**src/rtl/heatmap_pkg.sv**
```systemverilog
package heatmap_pkg;

    // Data widths
    localparam int SAMPLE_W   = 16;
    localparam int COLOR_W    = 8;
    localparam int AXI_ADDR_W = 14;
    localparam int AXI_DATA_W = 32;

    // Register map
    localparam logic [AXI_ADDR_W-1:0] CTRL_ADDR   = 14'h0000;
    localparam logic [AXI_ADDR_W-1:0] STATUS_ADDR = 14'h0004;
    localparam logic [AXI_ADDR_W-1:0] FB_BASE     = 14'h1000;

    typedef struct packed {
        logic [AXI_DATA_W-2:0] rsvd;
        logic                  run;
    } ctrl_view_t;

    // Even sample sits in the low half
    typedef struct packed {
        logic [SAMPLE_W-1:0] hi;
        logic [SAMPLE_W-1:0] lo;
    } pair_view_t;

    // Same write word, decoded by target address
    typedef union packed {
        ctrl_view_t ctrl;
        pair_view_t pair;
    } axil_word_u;

    typedef enum logic [1:0] {
        IDLE,
        DISPLAY,
        DRAIN
    } disp_state_e;

endpackage

```
**src/rtl/display_fsm.sv**
```systemverilog
`timescale 1ns/1ps

module display_fsm (
    input  logic        i_clk_25M,
    input  logic        i_rst,
    input  logic        i_run,
    input  logic        i_frame_end,
    output logic        o_scan_en,
    output logic        o_displaying,
    output logic [15:0] o_frame_count,
    output logic        o_frame_done
);
    import heatmap_pkg::*;

    disp_state_e state;
    disp_state_e state_nxt;
    logic [2:0]  done_dly;
    logic        last_frame;

    // Stop request meets the end of a frame, keep the timer from wrapping
    assign last_frame   = i_frame_end & ~i_run;
    assign o_scan_en    = (state != IDLE) & ~last_frame;
    assign o_displaying = (state != IDLE);
    // Three stages to line up with the pixel pipeline
    assign o_frame_done = done_dly[2];

    always_comb begin
        state_nxt = state;
        case (state)
            IDLE: begin
                if (i_run) begin
                    state_nxt = DISPLAY;
                end
            end
            default: begin
                if (last_frame) begin
                    state_nxt = IDLE;
                end else if (!i_run) begin
                    state_nxt = DRAIN;
                end else begin
                    state_nxt = DISPLAY;
                end
            end
        endcase
    end

    always_ff @(posedge i_clk_25M or posedge i_rst) begin
        if (i_rst) begin
            state         <= IDLE;
            done_dly      <= '0;
            o_frame_count <= '0;
        end else begin
            state    <= state_nxt;
            done_dly <= {done_dly[1:0], i_frame_end};
            if (i_frame_end) begin
                o_frame_count <= o_frame_count + 16'd1;
            end
        end
    end

    // Timer must be idle whenever this controller is
    a_no_frame_end_idle: assert property (
        @(posedge i_clk_25M) disable iff (i_rst)
        i_frame_end |-> state != IDLE
    );

endmodule

```
**config.mk**
```make
export PLATFORM = sky130hd
export DESIGN_NAME = display_fsm
export DESIGN_NICKNAME = d
export VERILOG_FILES = /design/src/rtl/heatmap_pkg.sv /design/src/rtl/display_fsm.sv
export SDC_FILE = /design/constraint.sdc
export NUM_CORES = 1
export LEC_CHECK = 0
export BUFFER_PORTS_ARGS = -buffer_cell sky130_fd_sc_hd__buf_2
export CELL_PAD_IN_SITES_DETAIL_PLACEMENT = 1
export CELL_PAD_IN_SITES_GLOBAL_PLACEMENT = 2
export CORE_UTILIZATION = 35
export CTS_CLUSTER_SIZE = 8
export DETAILED_ROUTE_END_ITERATION = 10
export PLACE_DENSITY_LB_ADDON = 0.1
export SLEW_MARGIN = 20
export SYNTH_ARGS = -nofsm -noshare
export SYNTH_HDL_FRONTEND = slang
export SYNTH_SLANG_ARGS = --single-unit
```
**constraint.sdc**
```tcl
create_clock -name i_clk_25M -period 2.27 [get_ports i_clk_25M]
set_clock_uncertainty 0.1 [all_clocks]
set_input_delay 0.454 -clock i_clk_25M [delete_from_list [all_inputs] [get_ports i_clk_25M]]
set_output_delay 0.454 -clock i_clk_25M [all_outputs]
set_load 0.01 [all_outputs]
```
---- After elaboration in Yosys (flattened, before gate mapping) ----
Index checks and enable logic that the tools add are counted.
Widths: inputs -> output; s select.
operators by class
  bitwise gates (word level) .............. 4
  equality and inequality tests ........... 1
  reductions and logical operators ........ 2
  add/sub/neg operators ................... 1
  multiplexer cells ....................... 4
operators with widths
  operator               count
  $add 16x1->16 const B  1
  $mux 2                 4
  $and 1x1->1            2
  $logic_not 2->1        1
  $ne 2x2->1 const B     1
  $not 1->1              2
  $reduce_bool 2->1      1
storage, ports and cells
  word-level logic and storage cells ...... 15
  flip-flop bits (word level) ............. 21

---- Logic depth before layout (Yosys ltp) ----
  depth after elaboration ................. 4
  mapped depth ............................ 5
  depth with buffers taken out ............ 5

---- Worst setup path after synthesis ----
OpenSTA, ideal clock, no wires.
  path type ............................... flip-flop to flip-flop
  start point ............................. register o_frame_count[0]
  end point ............................... register o_frame_count[14]
  period minus slack after synthesis ...... 1.637 ns
  arrival time ............................ 1.412 ns
  path buffers ............................ 0
  data required time ...................... 2.045 ns
  path slack .............................. 0.633 ns
  library setup time ...................... 0.125 ns
  stages on the path, launching flop included .. 6
  cells stage by stage .................... dfrtp_1 > ha_1 > nand3_2 > nor4_4 > nand4_1 > xnor2_1
between the ends
  longest elaborated chain between the ends .. 1
RTL lines
  element                 line               source
  start, declared         display_fsm.sv:10  output logic [15:0] o_frame_count,
  start signal, assigned  display_fsm.sv:56  o_frame_count <= o_frame_count + 16'd1;
  $add 16x1->16           display_fsm.sv:56
Every way passes these cells.
A chain may end at the register's enable or synchronous reset.

---- Worst setup path in the final report ----
Ends and elaborated chain as after synthesis.

==> flow_summary.toml <==
[global_route]
grt_pass1_vias = 596
grt_overflow = 0
grtUsageTotal_pct = 14.9
grt_pass1_wl_mm = 2.84
antenna_found_initial = 0
grt_max_degree = 22

[worst_setup_path]
crit_chain = "ha_1, nand3_2, nor4_4, nand4_1, xnor2_1"
critical_path_depth = 5
r2r_slack_ns = 0.58
start_kind = "flop"
cp_num_buf_inv = 0
critPathSlowestCell = "dfrtp_1"
end_kind = "flop"
endpoint = "o_frame_count[14]$_DFFE_PP0P_"
startpoint = "o_frame_count[0]$_DFFE_PP0P_"
rr_worst_depth = 5
r2r_start = "o_frame_count[0]$_DFFE_PP0P_"
timing.rr.end = "o_frame_count[14]$_DFFE_PP0P_"
crit_type = "reg -> reg"
worstPathArrival_ns = 1.79
worstPathRequired_ns = 2.37
path_delay_family = "simple AND/OR/NAND/NOR gates"
worstPathMaxFanout = 4
cp_slowest_stage_delay_ns = 0.46

[timing]
post-route-min-period_ns = 1.69
rsz0062_at_grt = "no"
tightest_slew_ns = 0.295
fin_crit_sh_pct = 74.3
finalHoldViolCount = 0
slew_violations = 0
slew_headroom_pct = 80.2
fin_tns_setup_ns = 0
fmax_ghz = 0.593
hold_slack_ns = 0.0519
finalSetupViolations = 0

[layout]
layout-drive-gt1-share_pct = 33.0
multiInputGateArea_sq_um = 332
areaGrowthSynthToFinish_pct = 19.5
n_fill_cell = 263
regArea_sq_um = 526
finalNonFillerCells = 122
utilization_pct = 45.6
antenna_cells = 0
layout.nets = 100

[die]
fp.dieW_um = 52.1
core_sq_um = 2300
initial_core_util_pct = 38.2
core.rowCount = 17
ios = 23
die_h_um = 52.1
die_area_sq_um = 2710

[detailed_routing]
drc = 0
routed_wl_mm = 1.58
via_count = 565
drt-initial-drc-count = 3
ant_nets = 0
dr.pass1.iters = 2
vias_per_cell = 4.63
wire_per_inst_um = 13.0

[logic_synthesis]
synth_edf_count = 0
syn_area_per_cell_sq_um = 12.7
yosysSeqAreaShare_pct = 59.9
ys_async_sr_fraction_pct = 100
ys_ff_latch = 21
synthCells = 69
yosys.cell_types.count = 18
syn_nets = 74
netlist_area_sq_um = 877
ys_warn_count = 0
synth_ff_type = "dfrtp_1"

[power_and_ir_drop]
p_leak_uw = 0.000562
peakVddDrop_mv = 0.525
total_power_uw = 937
p_per_area_nw_per_um2 = 894

[clock_network]
numCtsBuffers = 3
post_cts_buffers = 0
tritoncts = "built"
cts.sinks = 21
cts_hold_buf = 0
cts_root_buffer = "clkbuf_4"
clockBufferDepth = 2
htree_levels = 1
path_clk_slew_ns = 0.12
cts_resized = 0
clkLatencyLatePin_ns = 0.30

[outcome]
status = "finished clean"

[worst_hold_path]
hold_path.class = "in -> async"

[placement]
port_buffers = 22
dp.cells = 118
dpl.hpwl_mm = 1.16
gp_congestion = 0.673

[job]
drv_cap = 0
-- registers in the layout, indices dropped and copies added (netlist names) --
register	flops
o_frame_count	16
done_dly	3
state	2
-- kinds of logic (layout without fill, tap and decap cells) --
logic type	Yosys count	count (layout)	synth area share [%]
and+or+nand+nor	25	25	19.5
buffers and inverters	5	30	2.28
xor gates and xnor gates	15	15	15.0
adders and majority gates	1	1	1.43
AOI/OAI and AO/OA	1	1	0.570
DFF	21	21	59.9
muxes	1	1	1.28
-- cell type report --
| cell class | count | share of cell area, % |
|---|---|---|
| sequential | 21 | 50.1 |
| multi-input combinational | 43 | 31.6 |
| timing repair buffer | 23 | 11.2 |
| tap | 28 | 3.34 |
| clock buffer | 3 | 2.15 |
| inverter | 3 | 1.07 |
| clock inverter | 1 | 0.477 |
-- cells in the mapped netlist, types with 2 or more instances --
cell type / instances / share of area (%)
inv_1: 3 / 1.3
nor4_4: 2 / 4.9
nand3_1: 2 / 1.1
xor2_1: 8 / 8.0
nand4_1: 4 / 2.9
nor2_1: 4 / 1.7
nand2_1: 7 / 3.0
nor3_1: 3 / 1.7
dfrtp_1: 21 / 60
xnor2_1: 7 / 7.0
-- layout by cell type (no fill, tap or decap), types with 2 or more instances in the layout --
master / count
nand3_1: 2
inv_1: 3
nand2_1: 7
clkbuf_4: 3
dfrtp_1: 21
xnor2_1: 7
nor4_4: 2
nor3_1: 3
nand4_1: 4
buf_2: 22
xor2_1: 8
nor2_1: 4
-- per-layer routing --
layer  global-route usage [%]  wire length (um)  up-vias
met2                     21.4               735       11
met4                     8.11                12        0
met3                     2.63                55        2
li1                         -                 -      277
met5                        0                 0        -
met1                     20.8               778      275
-- power by group --
part | internal, uW | leakage (uW) | total [uW] | switching [uW]
Clock | 65.6 | 0.0000177 | 180 | 114
Combinational | 107 | 0.000273 | 226 | 119
Sequential | 439 | 0.000272 | 531 | 92.6
Total | 611 | 0.000562 | 937 | 326
-- worst min path at each step --
stage                     startpoint               endpoint  slack (ns)  depth (start not counted)
2_1_floorplan  done_dly[0]$_DFF_PP0_  done_dly[1]$_DFF_PP0_        0.23                          0
3_3_place_gp   done_dly[1]$_DFF_PP0_  done_dly[2]$_DFF_PP0_        0.24                          0
3_5_place_dp   done_dly[0]$_DFF_PP0_  done_dly[1]$_DFF_PP0_        0.24                          0
4_1_cts                        i_rst  done_dly[1]$_DFF_PP0_        0.05                          3
5_1_grt                        i_rst  done_dly[1]$_DFF_PP0_         0.1                          3
6_report                       i_rst  done_dly[0]$_DFF_PP0_        0.05                          3
-- stage by stage --
stage	setup slack, ns	cell area [sq um]
3_3_place_gp	0.483	1020
4_1_cts	0.559	1050
2_1_floorplan	0.633	877
5_1_grt	0.399	1050
6_report	0.583	1050
3_5_place_dp	0.486	1020
-- worst reg2reg max path: cells and delay by family, from the launching register on --
kind,cells,cell delay [ns]
AND/OR/NAND/NOR,3,0.65
flip-flops,1,0.46
adder cells (fa/ha/maj),1,0.25
XOR/XNOR,1,0.14
No activity file was read; power rests on OpenSTA's default activity.
