[src/rtl/heatmap_pkg.sv]
package heatmap_pkg;

    // Data widths
    localparam int SAMPLE_W   = 16;
    localparam int COLOR_W    = 8;
    localparam int AXI_ADDR_W = 14;
    localparam int AXI_DATA_W = 32;

    // Register map
    localparam logic [AXI_ADDR_W-1:0] CTRL_ADDR   = 14'h0000;
    localparam logic [AXI_ADDR_W-1:0] STATUS_ADDR = 14'h0004;
    localparam logic [AXI_ADDR_W-1:0] FB_BASE     = 14'h1000;

    typedef struct packed {
        logic [AXI_DATA_W-2:0] rsvd;
        logic                  run;
    } ctrl_view_t;

    // Even sample sits in the low half
    typedef struct packed {
        logic [SAMPLE_W-1:0] hi;
        logic [SAMPLE_W-1:0] lo;
    } pair_view_t;

    // Same write word, decoded by target address
    typedef union packed {
        ctrl_view_t ctrl;
        pair_view_t pair;
    } axil_word_u;

    typedef enum logic [1:0] {
        IDLE,
        DISPLAY,
        DRAIN
    } disp_state_e;

endpackage

[src/rtl/heatmap_regs.sv]
`timescale 1ns/1ps

module heatmap_regs #(
    parameter int FB_DEPTH = 4800
) (
    input  logic                                i_clk_25M,
    input  logic                                i_rst,
    input  logic [heatmap_pkg::AXI_ADDR_W-1:0]  i_awaddr,
    input  logic                                i_awvalid,
    output logic                                o_awready,
    input  logic [heatmap_pkg::AXI_DATA_W-1:0]  i_wdata,
    input  logic                                i_wvalid,
    output logic                                o_wready,
    output logic [1:0]                          o_bresp,
    output logic                                o_bvalid,
    input  logic                                i_bready,
    input  logic [heatmap_pkg::AXI_ADDR_W-1:0]  i_araddr,
    input  logic                                i_arvalid,
    output logic                                o_arready,
    output logic [heatmap_pkg::AXI_DATA_W-1:0]  o_rdata,
    output logic [1:0]                          o_rresp,
    output logic                                o_rvalid,
    input  logic                                i_rready,
    output logic                                o_fb_we,
    output logic [$clog2(FB_DEPTH/2)-1:0]       o_fb_waddr,
    output logic [heatmap_pkg::AXI_DATA_W-1:0]  o_fb_wdata,
    output logic                                o_run,
    input  logic                                i_displaying,
    input  logic [15:0]                         i_frame_count
);
    import heatmap_pkg::*;

    localparam int PAIR_AW = $clog2(FB_DEPTH / 2);

    axil_word_u            wword;
    logic                  busy;
    logic                  wr_start;
    logic                  rd_start;
    logic [AXI_ADDR_W-1:0] wr_off;
    logic                  fb_hit;
    logic [AXI_DATA_W-1:0] rd_word;

    // One transaction in flight, writes win a tie
    assign busy     = o_awready | o_arready | o_bvalid | o_rvalid;
    assign wr_start = i_awvalid & i_wvalid & ~busy;
    assign rd_start = i_arvalid & ~busy & ~wr_start;

    assign wword  = i_wdata;
    assign wr_off = i_awaddr - FB_BASE;
    assign fb_hit = (i_awaddr >= FB_BASE) && (wr_off[AXI_ADDR_W-1:2] < FB_DEPTH / 2);

    // Sample pair lands in the RAM during the handshake cycle
    assign o_fb_we    = o_awready & fb_hit;
    assign o_fb_waddr = wr_off[PAIR_AW+1:2];
    assign o_fb_wdata = {wword.pair.hi, wword.pair.lo};

    assign o_wready = o_awready;
    assign o_bresp  = 2'b00;
    assign o_rresp  = 2'b00;

    always_comb begin
        case (i_araddr)
            CTRL_ADDR:   rd_word = {{(AXI_DATA_W-1){1'b0}}, o_run};
            STATUS_ADDR: rd_word = {i_frame_count, 15'd0, i_displaying};
            default:     rd_word = '0;
        endcase
    end

    always_ff @(posedge i_clk_25M or posedge i_rst) begin
        if (i_rst) begin
            o_awready <= 1'b0;
            o_arready <= 1'b0;
            o_bvalid  <= 1'b0;
            o_rvalid  <= 1'b0;
            o_run     <= 1'b0;
        end else begin
            o_awready <= wr_start;
            o_arready <= rd_start;
            if (o_awready) begin
                o_bvalid <= 1'b1;
            end else if (i_bready) begin
                o_bvalid <= 1'b0;
            end
            if (o_arready) begin
                o_rvalid <= 1'b1;
            end else if (i_rready) begin
                o_rvalid <= 1'b0;
            end
            if (o_awready && i_awaddr == CTRL_ADDR) begin
                o_run <= wword.ctrl.run;
            end
        end
    end

    always_ff @(posedge i_clk_25M) begin
        if (o_arready) begin
            o_rdata <= rd_word;
        end
    end

    // A write response always follows a write handshake
    a_bvalid_after_accept: assert property (
        @(posedge i_clk_25M) disable iff (i_rst)
        $rose(o_bvalid) |-> $past(o_awready & i_awvalid & i_wvalid)
    );

endmodule

[config.mk]
export PLATFORM = sky130hd
export DESIGN_NAME = heatmap_regs
export DESIGN_NICKNAME = d
export VERILOG_FILES = /design/src/rtl/heatmap_pkg.sv /design/src/rtl/heatmap_regs.sv
export SDC_FILE = /design/constraint.sdc
export NUM_CORES = 1
export LEC_CHECK = 0
export BUFFER_PORTS_ARGS = -buffer_cell sky130_fd_sc_hd__buf_2
export CORE_MARGIN = 10
export CORE_UTILIZATION = 32
export CTS_CLUSTER_SIZE = 8
export DETAILED_ROUTE_END_ITERATION = 8
export GPL_TIMING_DRIVEN = 0
export PLACE_DENSITY = 0.79
export SLEW_MARGIN = 20
export SYNTH_ARGS = -nofsm -noshare
export SYNTH_HDL_FRONTEND = slang
export SYNTH_SLANG_ARGS = --single-unit
[constraint.sdc]
create_clock -name i_clk_25M -period 1.13 [get_ports i_clk_25M]
set_input_delay 0.113 -clock i_clk_25M [delete_from_list [all_inputs] [get_ports i_clk_25M]]
set_output_delay 0.113 -clock i_clk_25M [all_outputs]
set_load 0.01 [all_outputs]
## Yosys cells after proc, flatten, opt, wreduce, memory -nomap -nowiden

Index checks and enable logic that the tools add are counted.
W data, S select, Z words.

- Reductions and logical operators: 6
- $add $sub $neg: 1
- Order comparisons: 2
- Equal/unequal tests: 1
- Mux-type cells: 5
- Bitwise gates (word level): 10

Operator list:

| cell | number |
|---|---|
| $pmux W32 S2 | 1 |
| $logic_not A14 Y1 | 2 |
| $eq A14 B3 Y1 const B | 1 |
| $ge A14 B13 Y1 const B | 1 |
| $sub A14 B13 Y14 const B | 1 |
| $lt A12 B12 Y1 const B | 1 |
| $and A1 B1 Y1 | 5 |
| $mux W1 | 4 |
| $reduce_bool A2 Y1 | 2 |
| $or A1 B1 Y1 | 3 |
| $logic_and A1 B1 Y1 | 2 |
| $not A1 Y1 | 2 |

- Bits in registers: 37
- Input port bits: 84
- Word-level logic and storage cells: 31

## Longest topological paths before layout

- Word-level depth: 7
- Gate-level depth with buffers: 5
- Mapped depth without buffers: 5

## Least setup slack after synthesis

No wires, ideal clock.

- Kind: flip-flop to flip-flop
- Start: reg o_arready
- End: reg o_arready
- Buffers on the path: 0
- Setup slack: -64 ps
- Period minus slack after synthesis: 1194 ps
- Setup time: 67 ps
- Data arrival time: 1127 ps
- Stages on the path, launching flop included: 3
- Required time: 1063 ps
- Cell sequence: dfrtp_1 > nor4_1 > and3_1

- Longest elaborated chain between the ends: 7
- Elaborated cells between the ends (all ways): 8

Ends and longest elaborated chain:

| element | RTL line | RTL |
|---|---|---|
| from (decl) | heatmap_regs.sv:19 | `output logic o_arready,` |
| from (signal assigned) | heatmap_regs.sv:78 | `o_arready <= rd_start;` |
| $or A1 B1 Y1 * (3 in series) | heatmap_regs.sv:44 | `assign busy = o_awready \| o_arready \| o_bvalid \| o_rvalid;` |
| $not A1 Y1 * | heatmap_regs.sv:45, heatmap_regs.sv:46 |  |
| $and A1 B1 Y1 | heatmap_regs.sv:45 | `assign wr_start = i_awvalid & i_wvalid & ~busy;` |
| $not A1 Y1 | heatmap_regs.sv:46 | `assign rd_start = i_arvalid & ~busy & ~wr_start;` |
| $and A1 B1 Y1 * | heatmap_regs.sv:46 |  |
| named net rd_start | heatmap_regs.sv:38 | `logic rd_start;` |

Mark *: on every way through the listed nets, which the timed path passes. The rest lies on a longest branch.
A chain may end at the register's enable or synchronous reset.

## Worst setup path in the final report

- Start: in i_awaddr[8] (netlist bit)
- End: out o_fb_we

- Longest elaborated chain between the ends: 4
- Elaborated cells between the ends (all ways): 5

Ends and longest elaborated chain:

| element | RTL line | RTL |
|---|---|---|
| from (decl) | heatmap_regs.sv:8 | `input logic [heatmap_pkg::AXI_ADDR_W-1:0] i_awaddr,` |
| $sub A14 B13 Y14 | heatmap_regs.sv:49 | `assign wr_off = i_awaddr - FB_BASE;` |
| $lt A12 B12 Y1 | heatmap_regs.sv:50 | `assign fb_hit = (i_awaddr >= FB_BASE) && (wr_off[AXI_ADDR_W-1:2] < FB_DEPTH / 2);` |
| $logic_and A1 B1 Y1 * | heatmap_regs.sv:50 |  |
| $and A1 B1 Y1 * | heatmap_regs.sv:53 | `assign o_fb_we = o_awready & fb_hit;` |
| to (decl) | heatmap_regs.sv:24 | `output logic o_fb_we,` |

Every way passes the cells marked *; elsewhere a longest branch is shown, timed or not.

==> summary.md <==
| Metric | Value |
|---|---|
| Flop pwr share | `0.423` |
| WP data arrival | `1200 ps` |
| CTS tree | `done` |
| Crit path max fanout | `3` |
| Yosys warning total | `0` |
| Mapped Area | `1610 sq um` |
| Starting Density | `0.336` |
| Asr flop ratio synth | `0.227` |
| Vias per Instance | `4.02` |
| Peak VDD IR | `0.378 mV` |
| CTS Buf Count | `3` |
| Antenna diodes | `0` |
| Final HPWL DP | `5.04 mm` |
| DR iter-0 viols | `31` |
| Final setup violating endpoints | `2` |
| Post-route cell area | `2630 sq um` |
| Largest net degree at the start of global routing | `13` |
| Clk Latency, worst-skew pair | `260 ps` |
| H-tree depth | `1` |
| Gr usage total | `0.129` |
| Cell count after synthesis | `158` |
| DP Area | `2390 sq um` |
| Root Driver | `clkbuf_8` |
| Area share of the largest cell type after synthesis | `0.317` |
| Final setup TNS | `-245 ps` |
| Core Area | `4790 sq um` |
| Worst min-delay path category | `input pin to register` |
| Gpl congestion | `0.820` |
| Kind of critical path | `input pin to output port` |
| Register bit total from synthesis | `22` |
| Synth top cells by count | `62 x buf_4, 24 x inv_1, 17 x edfxtp_1` |
| Switching Power | `0.000806 W` |
| Top-count cell post-synth | `buf_4` |
| Fmax | `0.764 GHz` |
| Net count reported at finish | `394` |
| Clock buffer depth | `2` |
| Clock sinks | `22` |
| Via count | `1501` |
| I/O Buffers | `120` |
| Max Cap Violations | `0` |
| Sw Ratio | `0.309` |
| Placed cells | `363` |
| Setup Skew | `6.87 ps` |
| Slew Limit Fails | `0` |
| Yosys top cell by area | `edfxtp_1` |
| Final WL | `5.83 mm` |
| Failing checks | `setup timing` |
| Global-route wire length before repair | `8.78 mm` |
| Grt total ovfl | `0` |
| Share of layout cells above drive strength 1 | `0.706` |
| Row count | `25` |
| P_leak | `1.44 nW` |
| Critical Path RT | `1020 ps` |
| Comb pwr share | `0.389` |
| Clock power frac | `0.188` |
| Non-Filler Instances | `373` |
| DRC | `0` |
| Synth area leaders | `edfxtp_1 32%, buf_4 29%, dfrtp_1 7.8%, nor4_2 6.2%, inv_1 5.6%` |
| Initial antenna violation count | `0` |
| Avg Inst Size Synth | `10.2 sq um` |
| Sequential fraction of the synthesis area | `0.395` |
| Total power | `0.00260 W` |
| I/O Pins | `171` |
| Post-synth EDFFs | `17` |
| Die Area | `8260 sq um` |
| Vert. Die Dim | `90.9 um` |
| Pwr Density | `989 nW/um^2` |
| Synth unique cells | `27` |
| Number of global-route vias before repair | `1738` |
| Fin crit share | `1.16` |
| RSZ-0062 raised after global routing | `true` |
| Synthesis-to-layout area growth | `63.7%` |
| DRT antenna net count | `0` |
| Clock period minus worst slack | `1310 ps` |
| Top FF cell, synth | `edfxtp_1` |
| TritonRoute pass-1 iters | `4` |
| CP startpoint kind | `input pin` |
| Status | `finished, violations left` |
| Die width | `90.9 um` |
| Wire per inst | `15.6 um` |
| Element type at the critical path end | `output port` |
| Worst-path clk slew | `70 ps` |
| PnR worst setup slack | `-178 ps` |
| P_int | `0.00180 W` |
| Hold Fails Final Rpt | `0` |
repair_timing:
action	in CTS	in global routing
setup endpoints to repair	5	14
hold buffers	1	0
hold endpoints to repair	5	0
setup buffers	5	1
pin swaps	1	1
resized for setup	17	9
metrics by stage:
step,hold slack (ps),util,setup slack (ps)
2_1_floorplan,-109,-,21.2
3_3_place_gp,19.3,0.499,-344
3_5_place_dp,20.1,0.499,-365
4_1_cts,23.7,0.538,-193
5_1_grt,31.4,0.550,-253
6_report,29.9,0.550,-178
power groups by stage:
stage	sequential (W)	clock (W)	combinational [W]
final	0.00110	0.000489	0.00101
after global routing	0.00112	0.000536	0.00109
after CTS	0.00109	0.000510	0.000969
after detailed placement	0.00116	0	0.000802
after global placement	0.00115	0	0.000787
after floorplan	0.00120	0	0.000371
metal layers:
layer,GRT usage,up-vias,wire (um)
met3,0.0682,2,733
met2,0.247,111,3040
li1,-,742,-
met1,0.116,646,2030
met5,0,-,0
met4,0.0313,0,36
placed cells by master, fill, tap and decap left out, drive strengths merged, types with 2 or more instances in the layout:
master  count
edfxtp     17
nor4       22
clkbuf      4
and3        2
buf       191
nand4       2
inv        24
conb       19
ha          3
o21ai       2
dfrtp       5
nand2       3
cells by family after synthesis:
logic type               share of synthesized area
multiplexers                                0.0132
flip-flops                                   0.395
AO/OA/AOI/OAI                               0.0233
other                                      0.00233
AND/OR/NAND/NOR                              0.182
buffers and inverters                        0.361
adder cells (fa/ha/maj)                     0.0233
sequential cells by signal, indices dropped and copies added (netlist names):
register and count:
o_arready 1, o_bvalid 1, o_rdata 17, o_awready 1, o_rvalid 1, o_run 1
worst max-delay path, cell delays in order:
cell       delay [ps]
buf_8             100
nor4_4            300
nand4_1           180
a2111oi_4         310
buf_2             190
layout make-up:
| cell class | instances | area [sq um] |
|---|---|---|
| fillers | 437 | 2150 |
| repair buffers | 127 | 704 |
| flip-flops and latches | 22 | 639 |
| multi-input cells | 64 | 578 |
| plain buffers | 65 | 493 |
| inverters | 24 | 90.1 |
| well taps | 67 | 83.8 |
| clock buffers | 4 | 45.0 |
path summary, 6_finish.rpt:
kind,start,endpoint,slack (ps),cells after the start
worst max-delay path,i_awaddr[8],o_fb_we,-180,5
worst min-delay path,i_bready,o_bvalid,30,2
worst max register to register,o_awready,o_run,-70,4
worst min register to register,o_run,o_run,550,1
max in group asynchronous,i_rst,o_arready,640,3
min in group asynchronous,i_rst,o_run,290,3
(Power assumes the default switching activity.)
