==> src/rtl/scan_if.sv <==
`timescale 1ns/1ps

interface scan_if #(
    parameter int H_W = 10,
    parameter int V_W = 10
);
    // Raster position and syncs, all registered at the source
    logic [H_W-1:0] h_pos;
    logic [V_W-1:0] v_pos;
    logic           img_active;
    logic           hsync;
    logic           vsync;

    modport source (output h_pos, v_pos, img_active, hsync, vsync);
    modport sink   (input  h_pos, v_pos, img_active, hsync, vsync);

endinterface

==> src/rtl/scan_timer.sv <==
`timescale 1ns/1ps

module scan_timer #(
    parameter int H_SYNC     = 96,
    parameter int H_BACK     = 48,
    parameter int H_TOTAL    = 800,
    parameter int V_SYNC     = 2,
    parameter int V_BACK     = 33,
    parameter int V_TOTAL    = 525,
    parameter int IMG_COLS   = 80,
    parameter int IMG_ROWS   = 60,
    parameter int SCALE_LOG2 = 2
) (
    input  logic   i_clk_25M,
    input  logic   i_rst,
    input  logic   i_scan_en,
    output logic   o_frame_end,
    scan_if.source scan
);
    localparam int H_W    = $clog2(H_TOTAL);
    localparam int V_W    = $clog2(V_TOTAL);
    localparam int H_IMG0 = H_SYNC + H_BACK;
    localparam int V_IMG0 = V_SYNC + V_BACK;
    localparam int H_IMG1 = H_IMG0 + (IMG_COLS << SCALE_LOG2);
    localparam int V_IMG1 = V_IMG0 + (IMG_ROWS << SCALE_LOG2);

    logic [H_W-1:0] h_cnt;
    logic [V_W-1:0] v_cnt;
    logic           h_last;
    logic           v_last;

    assign h_last = (h_cnt == H_W'(H_TOTAL - 1));
    assign v_last = (v_cnt == V_W'(V_TOTAL - 1));

    always_ff @(posedge i_clk_25M or posedge i_rst) begin
        if (i_rst) begin
            h_cnt           <= '0;
            v_cnt           <= '0;
            scan.h_pos      <= '0;
            scan.v_pos      <= '0;
            scan.hsync      <= 1'b1;
            scan.vsync      <= 1'b1;
            scan.img_active <= 1'b0;
            o_frame_end     <= 1'b0;
        end else if (!i_scan_en) begin
            h_cnt           <= '0;
            v_cnt           <= '0;
            scan.h_pos      <= '0;
            scan.v_pos      <= '0;
            scan.hsync      <= 1'b1;
            scan.vsync      <= 1'b1;
            scan.img_active <= 1'b0;
            o_frame_end     <= 1'b0;
        end else begin
            // Outputs carry the current count while the counters move on
            scan.h_pos      <= h_cnt;
            scan.v_pos      <= v_cnt;
            scan.hsync      <= (h_cnt >= H_SYNC);
            scan.vsync      <= (v_cnt >= V_SYNC);
            scan.img_active <= (h_cnt >= H_IMG0) && (h_cnt < H_IMG1) &&
                               (v_cnt >= V_IMG0) && (v_cnt < V_IMG1);
            o_frame_end     <= h_last && v_last;
            h_cnt           <= h_last ? '0 : h_cnt + 1'b1;
            if (h_last) begin
                v_cnt <= v_last ? '0 : v_cnt + 1'b1;
            end
        end
    end

    a_h_in_range: assert property (
        @(posedge i_clk_25M) disable iff (i_rst)
        h_cnt < H_TOTAL
    );

endmodule

==> src/flat_wrapper.sv <==
// flat-port wrapper written by rule: the top's interface ports become plain ports
module scan_timer_flat 
#(
    parameter int H_SYNC     = 96,
    parameter int H_BACK     = 48,
    parameter int H_TOTAL    = 800,
    parameter int V_SYNC     = 2,
    parameter int V_BACK     = 33,
    parameter int V_TOTAL    = 525,
    parameter int IMG_COLS   = 80,
    parameter int IMG_ROWS   = 60,
    parameter int SCALE_LOG2 = 2
)
  (i_clk_25M, i_rst, i_scan_en, o_frame_end, scan_h_pos, scan_v_pos, scan_img_active, scan_hsync, scan_vsync);
  scan_if scan_i ();
  input  logic i_clk_25M;
  input  logic i_rst;
  input  logic i_scan_en;
  output logic o_frame_end;
  output wire logic [$bits(scan_i.h_pos)-1:0] scan_h_pos;
  output wire logic [$bits(scan_i.v_pos)-1:0] scan_v_pos;
  output wire logic [$bits(scan_i.img_active)-1:0] scan_img_active;
  output wire logic [$bits(scan_i.hsync)-1:0] scan_hsync;
  output wire logic [$bits(scan_i.vsync)-1:0] scan_vsync;
  assign scan_h_pos = scan_i.h_pos;
  assign scan_v_pos = scan_i.v_pos;
  assign scan_img_active = scan_i.img_active;
  assign scan_hsync = scan_i.hsync;
  assign scan_vsync = scan_i.vsync;
  scan_timer #(.H_SYNC(H_SYNC), .H_BACK(H_BACK), .H_TOTAL(H_TOTAL), .V_SYNC(V_SYNC), .V_BACK(V_BACK), .V_TOTAL(V_TOTAL), .IMG_COLS(IMG_COLS), .IMG_ROWS(IMG_ROWS), .SCALE_LOG2(SCALE_LOG2)) u_core (.i_clk_25M(i_clk_25M), .i_rst(i_rst), .i_scan_en(i_scan_en), .o_frame_end(o_frame_end), .scan(scan_i));
endmodule
==> config.mk <==
export PLATFORM = sky130hd
export DESIGN_NAME = scan_timer_flat
export DESIGN_NICKNAME = d
export VERILOG_FILES = /design/src/rtl/scan_if.sv /design/src/rtl/scan_timer.sv /design/src/flat_wrapper.sv
export SDC_FILE = /design/constraint.sdc
export NUM_CORES = 1
export LEC_CHECK = 0
export ABC_CLOCK_PERIOD_IN_PS = 3200
export BUFFER_PORTS_ARGS = -buffer_cell sky130_fd_sc_hd__clkbuf_2
export CAP_MARGIN = 20
export CELL_PAD_IN_SITES_DETAIL_PLACEMENT = 1
export CELL_PAD_IN_SITES_GLOBAL_PLACEMENT = 1
export CORE_MARGIN = 2
export CORE_UTILIZATION = 30
export CTS_CLUSTER_DIAMETER = 200
export DETAILED_ROUTE_END_ITERATION = 8
export GPL_TIMING_DRIVEN = 0
export HOLD_SLACK_MARGIN = 0.05
export PLACE_DENSITY_LB_ADDON = 0.1
export SYNTH_ARGS = -nofsm -noshare
export SYNTH_HDL_FRONTEND = slang
export SYNTH_SLANG_ARGS = --single-unit
export TNS_END_PERCENT = 5
==> constraint.sdc <==
create_clock -name i_clk_25M -period 3.2 [get_ports i_clk_25M]
set_input_delay 0.64 -clock i_clk_25M [delete_from_list [all_inputs] [get_ports i_clk_25M]]
set_output_delay 0.64 -clock i_clk_25M [all_outputs]
set_load 0.02 [all_outputs]
Word level (Yosys, flattened, before mapping). Cells that the tools add are included.

Bits in registers: 44. Bits of input ports: 3. Output and inout bits: 24. Logic and storage cells: 34.

Add/subtract/negate cells: 2. Order comparisons: 6. Equality and inequality tests: 3. Muxes and demuxes: 11. Reductions and logical operators: 4.

Operators by type and width (number): $mux W10 (7); $add A10 B1 Y10 const B (2); $eq A10 B10 Y1 const B (2); $lt A10 B9 Y1 const B (2); $ge A10 B2 Y1 const B (1); $ge A10 B6 Y1 const B (1); $ge A10 B7 Y1 const B (1); $ge A10 B8 Y1 const B (1); $logic_and A1 B1 Y1 (4); $mux W1 (4); $ne A2 B1 Y1 const B (1).

Logic depth before layout (Yosys ltp).
Word-level depth: 5. Gate-level depth with buffers: 6. Depth with buffers taken out: 6.

Worst setup path before layout. Ideal clock, no wire load.

Kind: reg-to-reg. Start point: register u_core.v_cnt[0]. End point: register u_core.v_cnt[4]. Setup time: 78 ps. Arrival time: 1614 ps. Data required time: 3122 ps. Path slack: 1508 ps. Cell stages (with the launch flop): 7. Buffers on the path: 0. Clock period less this slack: 1692 ps. Path through: dfrtp_1 > inv_1 > ha_1 > and4_1 > and3_1 > or4_1 > a21oi_1.

Word-level cells in the longest chain between the ends: 4. Elaborated cells on any way between the ends: 5. Those cells by class: add/sub: 1; eq/ne: 1; mux: 3.

RTL lines: start, declared (RTL line scan_timer.sv:28) `logic [V_W-1:0] v_cnt;`; start signal, assigned (RTL line scan_timer.sv:65) `v_cnt <= v_last ? '0 : v_cnt + 1'b1;`; $add A10 B1 Y10 / $eq A10 B10 Y1 (equally long branches) (RTL line scan_timer.sv:65, scan_timer.sv:33); $mux W10 * (RTL line scan_timer.sv:65); $mux W10 * (RTL line scan_timer.sv:64) `if (h_last) begin`; $mux W10 * (RTL line scan_timer.sv:45) `end else if (!i_scan_en) begin`.

Mark *: on every way between the ends. The rest lies on a longest branch, timed or not. The select of a mux whose other input is x is not followed. A chain may end at the register's enable or synchronous reset.

Final worst setup path. Ends and elaborated chain as after synthesis.

==> metrics.md <==
| Metric | Value |
|---|---|
| GR peak layer | `met2` |
| Final nets | `~230` |
| # clock sinks | `44` |
| RSZ-0062 raised after global routing | `no` |
| GRT met2 Usage | `between 20% and 30%` |
| Synth area leaders | `dfrtp_1 (54%), and2_1 (4.5%), nor2_1 (3.3%)` |
| Synth top area share | `54.1%` |
| Final worst clock skew | `0.00290 ns` |
| Met3 Use GR | `3.64%` |
| HPWL Detailed | `3360 um` |
| ANT nets after route | `0` |
| Tmin final | `about 1.9 ns` |
| CORE AREA | `roughly 0.0063 mm2` |
| Vias in the first global route | `1590` |
| Die height | `~84 um` |
| Largest stage delay on the critical path | `approximately 0.5 ns` |
| Setup TNS | `0 ns` |
| Max Buffers Root-to-Sink | `2` |
| Area leader, netlist | `dfrtp_1` |
| Core Rows | `29` |
| Total track usage | `14.3%` |
| Resized cells post-CTS | `0` |
| Detailed-route vias per instance | `4.92` |
| Crit-path max FO | `5` |
| Wire length per cell | `approximately 15 um` |
| Area of the multi-input gates | `between 700 and 800 um2` |
| Vias | `1452` |
| Crit path kind | `register to register` |
| Crit share post-route | `~60%` |
| Endpoint type of the worst setup path | `register` |
| Count leader, synth | `dfrtp_1` |
| CTS buffer count | `5` |
| Worst slew pin tran | `between 0.5 and 0.6 ns` |
| Clk root buf | `clkbuf_8` |
| Final Hold Fails | `0` |
| Leak | `1.06 nW` |
| Main flop type after synthesis | `dfrtp_1` |
| Routability cong. | `between 0.7 and 0.8` |
| Post-synthesis sequential area ratio | `56.8%` |
| P per Cell Area | `440 mW/mm2` |
| Max-slew violation count | `0` |
| Synthesis-to-layout area growth | `16.7%` |
| Setup violators final | `0` |
| Worst endpoint required time | `3.42 ns` |
| Outcome | `finished, final reports clean` |
| Met1 Track Usage GR | `between 10% and 20%` |
| Avg Cell Area, Syn | `10.6 um2` |
| Worst EP arrival | `2.09 ns` |
| F_max | `~0.53 GHz` |
| Layout cell share with drive strength beyond 1 | `19.7%` |
| First-pass GRT wire length | `between 8000 and 9000 um` |
| Port bufs | `26` |
| Slowest CP cell | `or4_1` |
| Fill cells | `roughly 740` |
| Clock latency at the later pin of the worst-skew pair | `0.29 ns` |
| Setup crit start kind | `register` |
| Postcts setup bufs | `0` |
| Antenna violations before repair | `0` |
| Synth Instances | `184` |
| Post-route cell area | `0.00227 mm2` |
| Async SR Flop Fraction | `100%` |
| Cts hold-fix bufs | `0` |
| Overflow after GRT | `0` |
| Top post-synthesis cells by count | `dfrtp_1 (42), nor2_1 (17), nand2_1 (15), and2_1 (14), inv_1 (9)` |
| H-tree depth | `2` |
| Distinct cells, synth | `40` |
| Crit-path cells | `inv_1 -> ha_1 -> and4_1 -> and3_1 -> or4_1 -> a21oi_1` |
| ANT cells | `0` |
| DR DRC count | `0` |
| Mapped Area | `0.00194 mm2` |
| Synthesized net count | `192` |
| Drt pass-1 iters | `4` |
| Synthesis-stage register bit count | `44` |
| Placed cell areas | `0.00219 mm2` |
| Starting Density | `between 30% and 40%` |
| Iteration-0 DRC Markers | `64` |
| Slew margin rel. | `61.6%` |
| Die width | `between 80 and 90 um` |
| CTS tree | `built` |
| # IOs | `27` |
| Worst-case vdd ir drop | `around 0.15 mV` |
| Synth Warn # | `0` |
| Die area | `0.00714 mm2` |
| Maxcap violations | `0` |
| Post-synth EDFFs | `0` |
| Sequential Area | `0.00110 mm2` |
| Clk slew on worst S/H paths | `0.08 ns` |
| Largest net degree at the start of global routing | `26` |
| Total Wirelength | `4500 um` |
| Hold Crit Class | `primary input to asynchronous set/reset pin` |
==> power breakdown <==
| part | internal [W] | leakage, nW | switching [W] |
|---|---|---|---|
| clock | 0.000148 | 0.0410 | 0.000177 |
| combinational | 0.0000292 | 0.418 | 0.0000567 |
| sequential | 0.000574 | 0.602 | 0.0000109 |
| total | 0.000752 | 1.06 | 0.000245 |
==> layout by cell type (no fill, tap or decap), types with 2 or more instances in the layout <==
cell | netlist | routed
nand2b_1 | 2 | 2
nand3_1 | 7 | 7
ha_1 | 5 | 5
nor4_1 | 5 | 5
o2111ai_1 | 2 | 2
nand2_1 | 15 | 15
buf_2 | 2 | 2
nand4_1 | 5 | 5
o21ai_0 | 5 | 5
and2_1 | 14 | 14
nor2_1 | 17 | 17
clkbuf_1 | 7 | 8
dfrtp_1 | 42 | 42
nand3b_1 | 2 | 2
o31ai_1 | 2 | 2
inv_1 | 9 | 8
or4_1 | 3 | 3
and3_1 | 4 | 4
xnor2_1 | 2 | 2
nor3_1 | 4 | 4
and4_1 | 2 | 2
a21oi_1 | 4 | 4
xor2_1 | 5 | 5
dfstp_2 | 2 | 2
clkbuf_8 | 0 | 5
o41ai_1 | 2 | 2
clkbuf_2 | 0 | 26
==> state kept, by name (all words and copies together) (netlist names) <==
signal and count:
u_core.scan.v_pos 10, u_core.scan.vsync 1, u_core.h_cnt 10, u_core.v_cnt 10
u_core.scan.hsync 1, u_core.scan.h_pos 10, u_core.scan.img_active 1, u_core.o_frame_end 1
==> through the flow <==
| stage | utilization, % | hold WS [ns] | instances | total power (W) | setup WS, ns |
|---|---|---|---|---|---|
| after floorplan | - | 0.484 | 184 | 0.000653 | 1.51 |
| after global placement | 34.4 | 0.528 | 287 | 0.000679 | 0.965 |
| after detailed placement | 34.7 | 0.541 | 288 | 0.000685 | 1.16 |
| after CTS | 35.9 | 0.328 | 295 | 0.00102 | 1.28 |
| after global routing | 35.9 | 0.346 | 295 | 0.00106 | 1.11 |
| final | 35.9 | 0.324 | 295 | 0.000997 | 1.33 |
==> cell families (layout without fill, tap and decap cells) <==
| group | Yosys count | in the layout | share of synthesized area (%) |
|---|---|---|---|
| AOI/OAI and AO/OA | 22 | 22 | 7.92 |
| xor gates and xnor gates | 7 | 7 | 3.16 |
| adders and majority gates | 5 | 5 | 3.22 |
| buffers and inverters | 19 | 53 | 3.99 |
| DFF | 44 | 44 | 56.8 |
| and+or+nand+nor | 87 | 87 | 24.9 |
==> routing by layer <==
layer / wire length [um] / part of all wire (%)
met1: 2190 / 49
met2: 2090 / 46
met3: 152 / 3.4
met4: 66 / 1.5
met5: 0 / 0
==> worst max-delay path: cells and delay by family, from the launching register on <==
family | cells | cell delay [ns]
AOI/OAI and AO/OA | 1 | 0.15
and+or+nand+nor | 3 | 0.89
DFF | 1 | 0.43
adders and majority gates | 1 | 0.21
buffers and inverters | 1 | 0.11
==> area by class of cell <==
cell class | count | area share [%]
Sequential cell | 44 | 48.7
Multi-Input combinational cell | 121 | 33.6
Timing Repair Buffer | 27 | 6.62
Tap cell | 77 | 4.25
Clock buffer | 6 | 3.20
Buffer | 10 | 1.93
Inverter | 9 | 1.49
Clock inverter | 1 | 0.221
==> final timing paths <==
| kind | start | endpoint | slack, ns | cells past startpoint |
|---|---|---|---|---|
| worst max-delay path | u_core.v_cnt[0] | u_core.v_cnt[4] | 1.33 | 6 |
| worst min-delay path | i_rst | u_core.scan.v_pos[5] | 0.32 | 2 |
| worst max register to register | u_core.v_cnt[0] | u_core.v_cnt[4] | 1.33 | 6 |
| worst min register to register | u_core.h_cnt[0] | u_core.h_cnt[0] | 0.55 | 1 |
| max in group asynchronous | i_rst | u_core.scan.vsync | 2.33 | 3 |
| min in group i_clk_25M | u_core.h_cnt[0] | u_core.h_cnt[0] | 0.55 | 1 |
Note: power is estimated with default switching activity, not from simulation.
