File: src/rtl/heatmap_pkg.sv
package heatmap_pkg;

    // Data widths
    localparam int SAMPLE_W   = 16;
    localparam int COLOR_W    = 8;
    localparam int AXI_ADDR_W = 14;
    localparam int AXI_DATA_W = 32;

    // Register map
    localparam logic [AXI_ADDR_W-1:0] CTRL_ADDR   = 14'h0000;
    localparam logic [AXI_ADDR_W-1:0] STATUS_ADDR = 14'h0004;
    localparam logic [AXI_ADDR_W-1:0] FB_BASE     = 14'h1000;

    typedef struct packed {
        logic [AXI_DATA_W-2:0] rsvd;
        logic                  run;
    } ctrl_view_t;

    // Even sample sits in the low half
    typedef struct packed {
        logic [SAMPLE_W-1:0] hi;
        logic [SAMPLE_W-1:0] lo;
    } pair_view_t;

    // Same write word, decoded by target address
    typedef union packed {
        ctrl_view_t ctrl;
        pair_view_t pair;
    } axil_word_u;

    typedef enum logic [1:0] {
        IDLE,
        DISPLAY,
        DRAIN
    } disp_state_e;

endpackage

File: src/rtl/scan_if.sv
`timescale 1ns/1ps

interface scan_if #(
    parameter int H_W = 10,
    parameter int V_W = 10
);
    // Raster position and syncs, all registered at the source
    logic [H_W-1:0] h_pos;
    logic [V_W-1:0] v_pos;
    logic           img_active;
    logic           hsync;
    logic           vsync;

    modport source (output h_pos, v_pos, img_active, hsync, vsync);
    modport sink   (input  h_pos, v_pos, img_active, hsync, vsync);

endinterface

File: src/rtl/pixel_colormap.sv
`timescale 1ns/1ps

module pixel_colormap #(
    parameter int H_SYNC     = 96,
    parameter int H_BACK     = 48,
    parameter int V_SYNC     = 2,
    parameter int V_BACK     = 33,
    parameter int IMG_COLS   = 80,
    parameter int IMG_ROWS   = 60,
    parameter int SCALE_LOG2 = 2
) (
    input  logic                                i_clk_25M,
    input  logic                                i_rst,
    scan_if.sink                                scan,
    output logic [$clog2(IMG_COLS*IMG_ROWS)-1:0] o_raddr,
    input  logic [heatmap_pkg::SAMPLE_W-1:0]    i_rdata,
    output logic [heatmap_pkg::COLOR_W-1:0]     o_vga_r,
    output logic [heatmap_pkg::COLOR_W-1:0]     o_vga_g,
    output logic [heatmap_pkg::COLOR_W-1:0]     o_vga_b,
    output logic                                o_vga_hs,
    output logic                                o_vga_vs
);
    import heatmap_pkg::*;

    localparam int AW   = $clog2(IMG_COLS * IMG_ROWS);
    localparam int HALF = 32767;

    logic [31:0]        blk_col;
    logic [31:0]        blk_row;
    logic [31:0]        lo_part;
    logic [31:0]        hi_part;
    logic [COLOR_W-1:0] cm_r;
    logic [COLOR_W-1:0] cm_g;
    logic [COLOR_W-1:0] cm_b;
    logic               s1_active;
    logic               s1_hs;
    logic               s1_vs;
    logic               s2_active;
    logic               s2_hs;
    logic               s2_vs;

    // Block indices relative to the image origin
    assign blk_col = (32'(scan.h_pos) - (H_SYNC + H_BACK)) >> SCALE_LOG2;
    assign blk_row = (32'(scan.v_pos) - (V_SYNC + V_BACK)) >> SCALE_LOG2;

    // Stage 1, sample address
    always_ff @(posedge i_clk_25M) begin
        if (scan.img_active) begin
            o_raddr <= AW'(blk_row * IMG_COLS + blk_col);
        end
    end

    // Blue to green up to half scale, green to red above it
    assign lo_part = (32'd255 * 32'(i_rdata)) / 32'(HALF);
    assign hi_part = (32'd255 * (32'(i_rdata) - 32'(HALF))) / 32'(HALF + 1);

    always_comb begin
        if (i_rdata <= HALF) begin
            cm_r = '0;
            cm_g = COLOR_W'(lo_part);
            cm_b = 8'd255 - COLOR_W'(lo_part);
        end else begin
            cm_r = COLOR_W'(hi_part);
            cm_g = 8'd255 - COLOR_W'(hi_part);
            cm_b = '0;
        end
    end

    // Stage 2 waits on the RAM, stage 3 colours or blanks
    always_ff @(posedge i_clk_25M or posedge i_rst) begin
        if (i_rst) begin
            s1_active <= 1'b0;
            s1_hs     <= 1'b1;
            s1_vs     <= 1'b1;
            s2_active <= 1'b0;
            s2_hs     <= 1'b1;
            s2_vs     <= 1'b1;
            o_vga_hs  <= 1'b1;
            o_vga_vs  <= 1'b1;
            o_vga_r   <= '0;
            o_vga_g   <= '0;
            o_vga_b   <= '0;
        end else begin
            s1_active <= scan.img_active;
            s1_hs     <= scan.hsync;
            s1_vs     <= scan.vsync;
            s2_active <= s1_active;
            s2_hs     <= s1_hs;
            s2_vs     <= s1_vs;
            o_vga_hs  <= s2_hs;
            o_vga_vs  <= s2_vs;
            o_vga_r   <= s2_active ? cm_r : '0;
            o_vga_g   <= s2_active ? cm_g : '0;
            o_vga_b   <= s2_active ? cm_b : '0;
        end
    end

endmodule

File: src/flat_wrapper.sv
// flat-port wrapper written by rule: the top's interface ports become plain ports
module pixel_colormap_flat import heatmap_pkg::*;
#(
    parameter int H_SYNC     = 96,
    parameter int H_BACK     = 48,
    parameter int V_SYNC     = 2,
    parameter int V_BACK     = 33,
    parameter int IMG_COLS   = 80,
    parameter int IMG_ROWS   = 60,
    parameter int SCALE_LOG2 = 2
)
  (i_clk_25M, i_rst, o_raddr, i_rdata, o_vga_r, o_vga_g, o_vga_b, o_vga_hs, o_vga_vs, scan_h_pos, scan_v_pos, scan_img_active, scan_hsync, scan_vsync);
  scan_if scan_i ();
  input  logic i_clk_25M;
  input  logic i_rst;
  output logic [$clog2(IMG_COLS*IMG_ROWS)-1:0] o_raddr;
  input  logic [heatmap_pkg::SAMPLE_W-1:0] i_rdata;
  output logic [heatmap_pkg::COLOR_W-1:0] o_vga_r;
  output logic [heatmap_pkg::COLOR_W-1:0] o_vga_g;
  output logic [heatmap_pkg::COLOR_W-1:0] o_vga_b;
  output logic o_vga_hs;
  output logic o_vga_vs;
  input wire logic [$bits(scan_i.h_pos)-1:0] scan_h_pos;
  input wire logic [$bits(scan_i.v_pos)-1:0] scan_v_pos;
  input wire logic [$bits(scan_i.img_active)-1:0] scan_img_active;
  input wire logic [$bits(scan_i.hsync)-1:0] scan_hsync;
  input wire logic [$bits(scan_i.vsync)-1:0] scan_vsync;
  assign scan_i.h_pos = scan_h_pos;
  assign scan_i.v_pos = scan_v_pos;
  assign scan_i.img_active = scan_img_active;
  assign scan_i.hsync = scan_hsync;
  assign scan_i.vsync = scan_vsync;
  pixel_colormap #(.H_SYNC(H_SYNC), .H_BACK(H_BACK), .V_SYNC(V_SYNC), .V_BACK(V_BACK), .IMG_COLS(IMG_COLS), .IMG_ROWS(IMG_ROWS), .SCALE_LOG2(SCALE_LOG2)) u_core (.i_clk_25M(i_clk_25M), .i_rst(i_rst), .scan(scan_i), .o_raddr(o_raddr), .i_rdata(i_rdata), .o_vga_r(o_vga_r), .o_vga_g(o_vga_g), .o_vga_b(o_vga_b), .o_vga_hs(o_vga_hs), .o_vga_vs(o_vga_vs));
endmodule
File: config.mk
export PLATFORM = sky130hd
export DESIGN_NAME = pixel_colormap_flat
export DESIGN_NICKNAME = d
export VERILOG_FILES = /design/src/rtl/heatmap_pkg.sv /design/src/rtl/scan_if.sv /design/src/rtl/pixel_colormap.sv /design/src/flat_wrapper.sv
export SDC_FILE = /design/constraint.sdc
export NUM_CORES = 1
export LEC_CHECK = 0
export ABC_AREA = 1
export BUFFER_PORTS_ARGS = -buffer_cell sky130_fd_sc_hd__buf_4
export CORE_AREA = 4 4 157 159
export DETAILED_ROUTE_END_ITERATION = 8
export DIE_AREA = 0 0 161 163
export PLACE_DENSITY = 0.83
export SYNTH_ARGS = -nofsm -noshare
export SYNTH_HDL_FRONTEND = slang
export SYNTH_SLANG_ARGS = --single-unit
export TNS_END_PERCENT = 1
File: constraint.sdc
create_clock -name i_clk_25M -period 1.7 [get_ports i_clk_25M]
set_clock_uncertainty 0.2 [all_clocks]
set_input_delay 0.255 -clock i_clk_25M [delete_from_list [all_inputs] [get_ports i_clk_25M]]
set_output_delay 0.255 -clock i_clk_25M [all_outputs]
set_load 0.05 [all_outputs]
==> impl_results.md, run 1 <==
- Area share of the largest cell type after synthesis: 0.216
- Port buffer count: 77
- Seq/Total Area, Yosys: 0.0873
- Top FF cell, synth: dfrtp_1
- Fraction of registers with async set/reset: 0.711
- Tool error: [ERROR GRT-0232] Routing congestion too high. Check the congestion heatmap in the GUI.
- All-Layer GR Usage: 0.842
- Post-synth EDFFs: 13
- Yosys cell types: 53
- H-tree depth: 2
- Yosys top cell by area: fa_1
- Halt Stage: 5_1_grt
- Syn Inst Count: 2093
- TritonCTS Buffers: 5
- Initial Util: 0.590
- DP HPWL: 40000 um
- Clock root cell: clkbuf_16
- GRT Residual Overflow: 343
- Yosys reg bits: 45
- Average size of a mapped cell: 6.56 um2
- Die Y: 163 um
- Pin count of the biggest net entering global routing: 33
- Clock buffer depth: 2
- Post-Syn Nets: 2387
- Synth warnings: 0
- Placement row count: 56
- Top-count cell post-synth: nand2_1
- Clock sinks: 45
- Synthesized cell area: 13700 um2
- Post-synth top cells: nand2_1 (619), inv_1 (385), nor2_1 (216)
- Largest cells by area after synthesis: fa_1 (22%), nand2_1 (17%), inv_1 (11%)
- Worst setup endpoint after the global-route repair_timing: u_core.o_vga_g[0]$_DFF_PP0_/D
- # IOs: 80
- Category of the worst endpoint: sequential cell input
- Die Wd: 161 um
- Final Wtd Congestion: 0.985
- Outcome: did not finish
==> layer usage <==
| layer | GRT overflow | track usage |
|---|---|---|
| met5 | 3 | 0.434 |
| met4 | 135 | 0.897 |
| met3 | 8 | 0.734 |
| met2 | 192 | 0.980 |
| met1 | 5 | 0.808 |
==> stage by stage <==
stage	hold slack, ns	std cells	cell area (um2)	setup WS, ns
after CTS	0.158	3078	20600	-8.52
after detailed placement	0.149	2997	18600	-9.67
after global placement	0.142	2997	18600	-9.32
after floorplan	0.0595	2093	13800	-8.43
==> logic make-up after synthesis <==
logic type                 synth area share
buffers and inverters                 0.125
DFF                                  0.0873
and+or+nand+nor                       0.390
xor gates and xnor gates             0.0344
AOI/OAI and AO/OA                    0.0526
adders and majority gates             0.312
==> what timing repair did <==
action	CTS
hold endpoints to repair	31
cloned	9
setup endpoints to repair	32
pin swaps	175
resized for setup	309
setup buffers	58
hold buffers	6
==> run 2: changes to the inputs <==
--- a/config.mk
+++ b/config.mk
@@ -7,10 +7,10 @@
 export LEC_CHECK = 0
 export ABC_AREA = 1
 export BUFFER_PORTS_ARGS = -buffer_cell sky130_fd_sc_hd__buf_4
-export CORE_AREA = 4 4 157 159
+export CORE_AREA = 4 4 191 193
 export DETAILED_ROUTE_END_ITERATION = 8
-export DIE_AREA = 0 0 161 163
-export PLACE_DENSITY = 0.83
+export DIE_AREA = 0 0 195 197
+export PLACE_DENSITY_LB_ADDON = 0.15
 export SYNTH_ARGS = -nofsm -noshare
 export SYNTH_HDL_FRONTEND = slang
 export SYNTH_SLANG_ARGS = --single-unit
==> run 2 against run 1 <==
The flow now finishes, with violations (setup timing). Area after synthesis did not move. Synthesized cell count is the same.
==> impl_results.md, run 2 <==
- Final Hold Viols: 0
- Average vias per placed instance: 4.73
- Worst Hold Class: in -> reg
- Critical Path Max Stage Delay: 0.63 ns
- Fraction of registers with async set/reset: 0.711 (unchanged)
- TritonCTS Buffers: 5 (unchanged)
- Clock root cell: clkbuf_16 (unchanged)
- Clock sinks: 45 (unchanged)
- Initial Util: 0.397 (was 0.590)
- Port buffer count: 77 (unchanged)
- Top-count cell post-synth: nand2_1 (unchanged)
- DR WL/cell: 13.3 um
- Area after DPL: 19000 um2 (was 18600 um2)
- R2r endpoint: u_core.o_vga_b[1]
- Post-synthesis adder-cell area fraction: 0.312 (unchanged)
- First-pass GRT wire length: 70900 um
- Vias in the first global route: 15.6k
- Req. time, crit path: 1.75 ns
- Worst reg2reg startpoint: u_core.s2_active
- Pin count of the biggest net entering global routing: 33
- Fmax: 96.7 MHz
- 1st-pass router iterations: 5
- GRT Residual Overflow: 0
- Clock buffer depth: 2 (unchanged)
- Share of the core filled with cells: 0.639
- Top FF cell, synth: dfrtp_1 (unchanged)
- Synthesized cell area: 13700 um2 (unchanged)
- Clk pin slew, worst setup/hold paths: 0.07 ns
- Placement row count: 68 (was 56)
- Largest cells by area after synthesis: fa_1 (22%), nand2_1 (17%), inv_1 (11%) (unchanged)
- CP Capture Point: u_core.o_vga_g[0]
- Initial antenna violation count: 0
- Die Wd: 195 um (was 161 um)
- H-tree depth: 2 (unchanged)
- DRC viols: 0
- Compound-Gate Fraction of Synth Area: 0.0526 (unchanged)
- Syn Inst Count: 2093 (unchanged)
- # Max-Cap Violations: 0
- Average size of a mapped cell: 6.56 um2 (unchanged)
- Worst Path Arrival: 10.40 ns
- Actual slew at the worst max-slew pin: 0.577 ns
- Area share of the largest cell type after synthesis: 0.216 (unchanged)
- RSZ-0062 raised after global routing: yes
- Mux contribution to synthesized area: 0 (unchanged)
- Diode count: 0
- CTS tree: built
- Outcome: complete, but fails checks (was did not finish)
- Final Wtd Congestion: 0.897 (was 0.985)
- Fin cells: 3251
- Yosys cell types: 53 (unchanged)
- Yosys reg bits: 45 (unchanged)
- CP Class: in -> reg
- Worst reg-to-reg path cell count: 3
- Number of nets in the layout: 3089
- Area grow syn2layout: 60.7%
- Seq/Total Area, Yosys: 0.0873 (unchanged)
- Post-synth top cells: nand2_1 (619), inv_1 (385), nor2_1 (216) (unchanged)
- Synth Area in XOR/XNOR: 0.0344 (unchanged)
- Crit path from: i_rdata[5]
- Max reg flops: 13
- Final Max Slew Viols: 0
- Clock period minus worst slack: 10.35 ns
- CP max FO: 8
- ANT nets after route: 0
- Worst slew margin: 0.614
- R2R Setup Slk: 0.54 ns
- Fin crit share: 6.09
- Post-synth EDFFs: 13 (unchanged)
- Final wirelength: 43200 um
- Commonest non-fill, non-tap cell in the layout: buf_4
- Critical Path Most Common Cell: nand2_2
- Share of cells above drive strength 1: 0.455
- Final worst-path setup slack: -8.65 ns
- DP Cell Count: 3162 (was 2997)
- Clk_lat worst skew: 0.31 ns
- Largest Register: u_core.o_raddr
- Failing checks: setup timing
- Design area: 22100 um2
- Die Y: 197 um (was 163 um)
- Slowest-stage cell, CP: fa_2
- DP HPWL: 35600 um (was 40000 um)
- Final setup violation count: 32
- Setup TNS: -146.19 ns
- Via count: 15.4k
- Initial DRC Count: 536
- Core ar.: 34500 um2
- Post-Syn Nets: 2387 (unchanged)
- Die area: 38400 um2
- CP startpoint kind: input pin
- # IOs: 80 (unchanged)
- Main combinational cell family by area after synthesis: simple AND/OR/NAND/NOR gates (unchanged)
- Most frequent cells in the layout: buf_4 (667), nand2_1 (463), inv_1 (357), nand2_2 (158), fa_1 (137)
- Yosys top cell by area: fa_1 (unchanged)
- All-Layer GR Usage: 0.216
- Post-synthesis simple-gate area fraction: 0.390 (unchanged)
- Synth warnings: 0 (unchanged)
- Worst Setup End Kind: register
run 2: cell counts after synthesis:
No cell type changed its count.
run 2: cells by family (layout without fill, tap and decap cells):
group	Yosys count	after routing
xor gates and xnor gates	53	53
AOI/OAI and AO/OA	123	124
DFF	45	45
buffers and inverters	430	1122
adders and majority gates	253	253
and+or+nand+nor	1189	1199
run 2: stage by stage:
step / worst slack [ns] / hold WS [ns]
finish: -8.65 / 0.0107
floorplan: -8.43 / 0.0595
global route: -9.34 / 0.00856
CTS: -8.71 / 0.00692
global placement: -9.53 / 0.146
detailed placement: -9.83 / 0.147
run 2: cell type report:
cell class                 instances  area, um2
fill                            3079      12500
clock inverter                     2       38.8
clock buffer                       6        150
inverter                         407       1550
multi-input combinational       1629      13100
tap                              455        569
timing repair buffer             707       5500
sequential                        45       1200
run 2: how the worst min path moves through the flow:
stage | start | end | depth (start not counted)
after detailed placement | u_core.s1_vs | u_core.s2_vs | 0
after CTS | scan_img_active | u_core.s1_active | 1
after global routing | scan_img_active | u_core.s1_active | 1
after global placement | u_core.s1_vs | u_core.s2_vs | 0
after floorplan | scan_hsync | u_core.s1_hs | 0
final | scan_img_active | u_core.s1_active | 1
run 2: metal layers:
metal / vias up / GRT usage / routed length [um]
met5: - / 0 / 0
met4: 0 / 0.0626 / 1270
met2: 223 / 0.393 / 22200
met1: 7211 / 0.276 / 18600
li1: 7859 / - / -
met3: 89 / 0.0176 / 1100
run 2: critical path: cells and delay by family:
kind            cells  cell delay, ns
buf+inv            13            1.38
simple gates       60            5.74
compound gates      3            0.53
fa+ha+maj           5            2.43
run 2: timing repair:
action                     CTS  global route
hold endpoints to repair    30             0
hold buffers                 5             0
resized for setup          180           384
pin swaps                   81           233
setup endpoints to repair   32            32
gates cloned                 9             4
setup buffers               24            39
Power of run 2 is left out: the tool's default activity adds up to more than one toggle a clock period on the data nets, which glitch-free logic cannot reach.
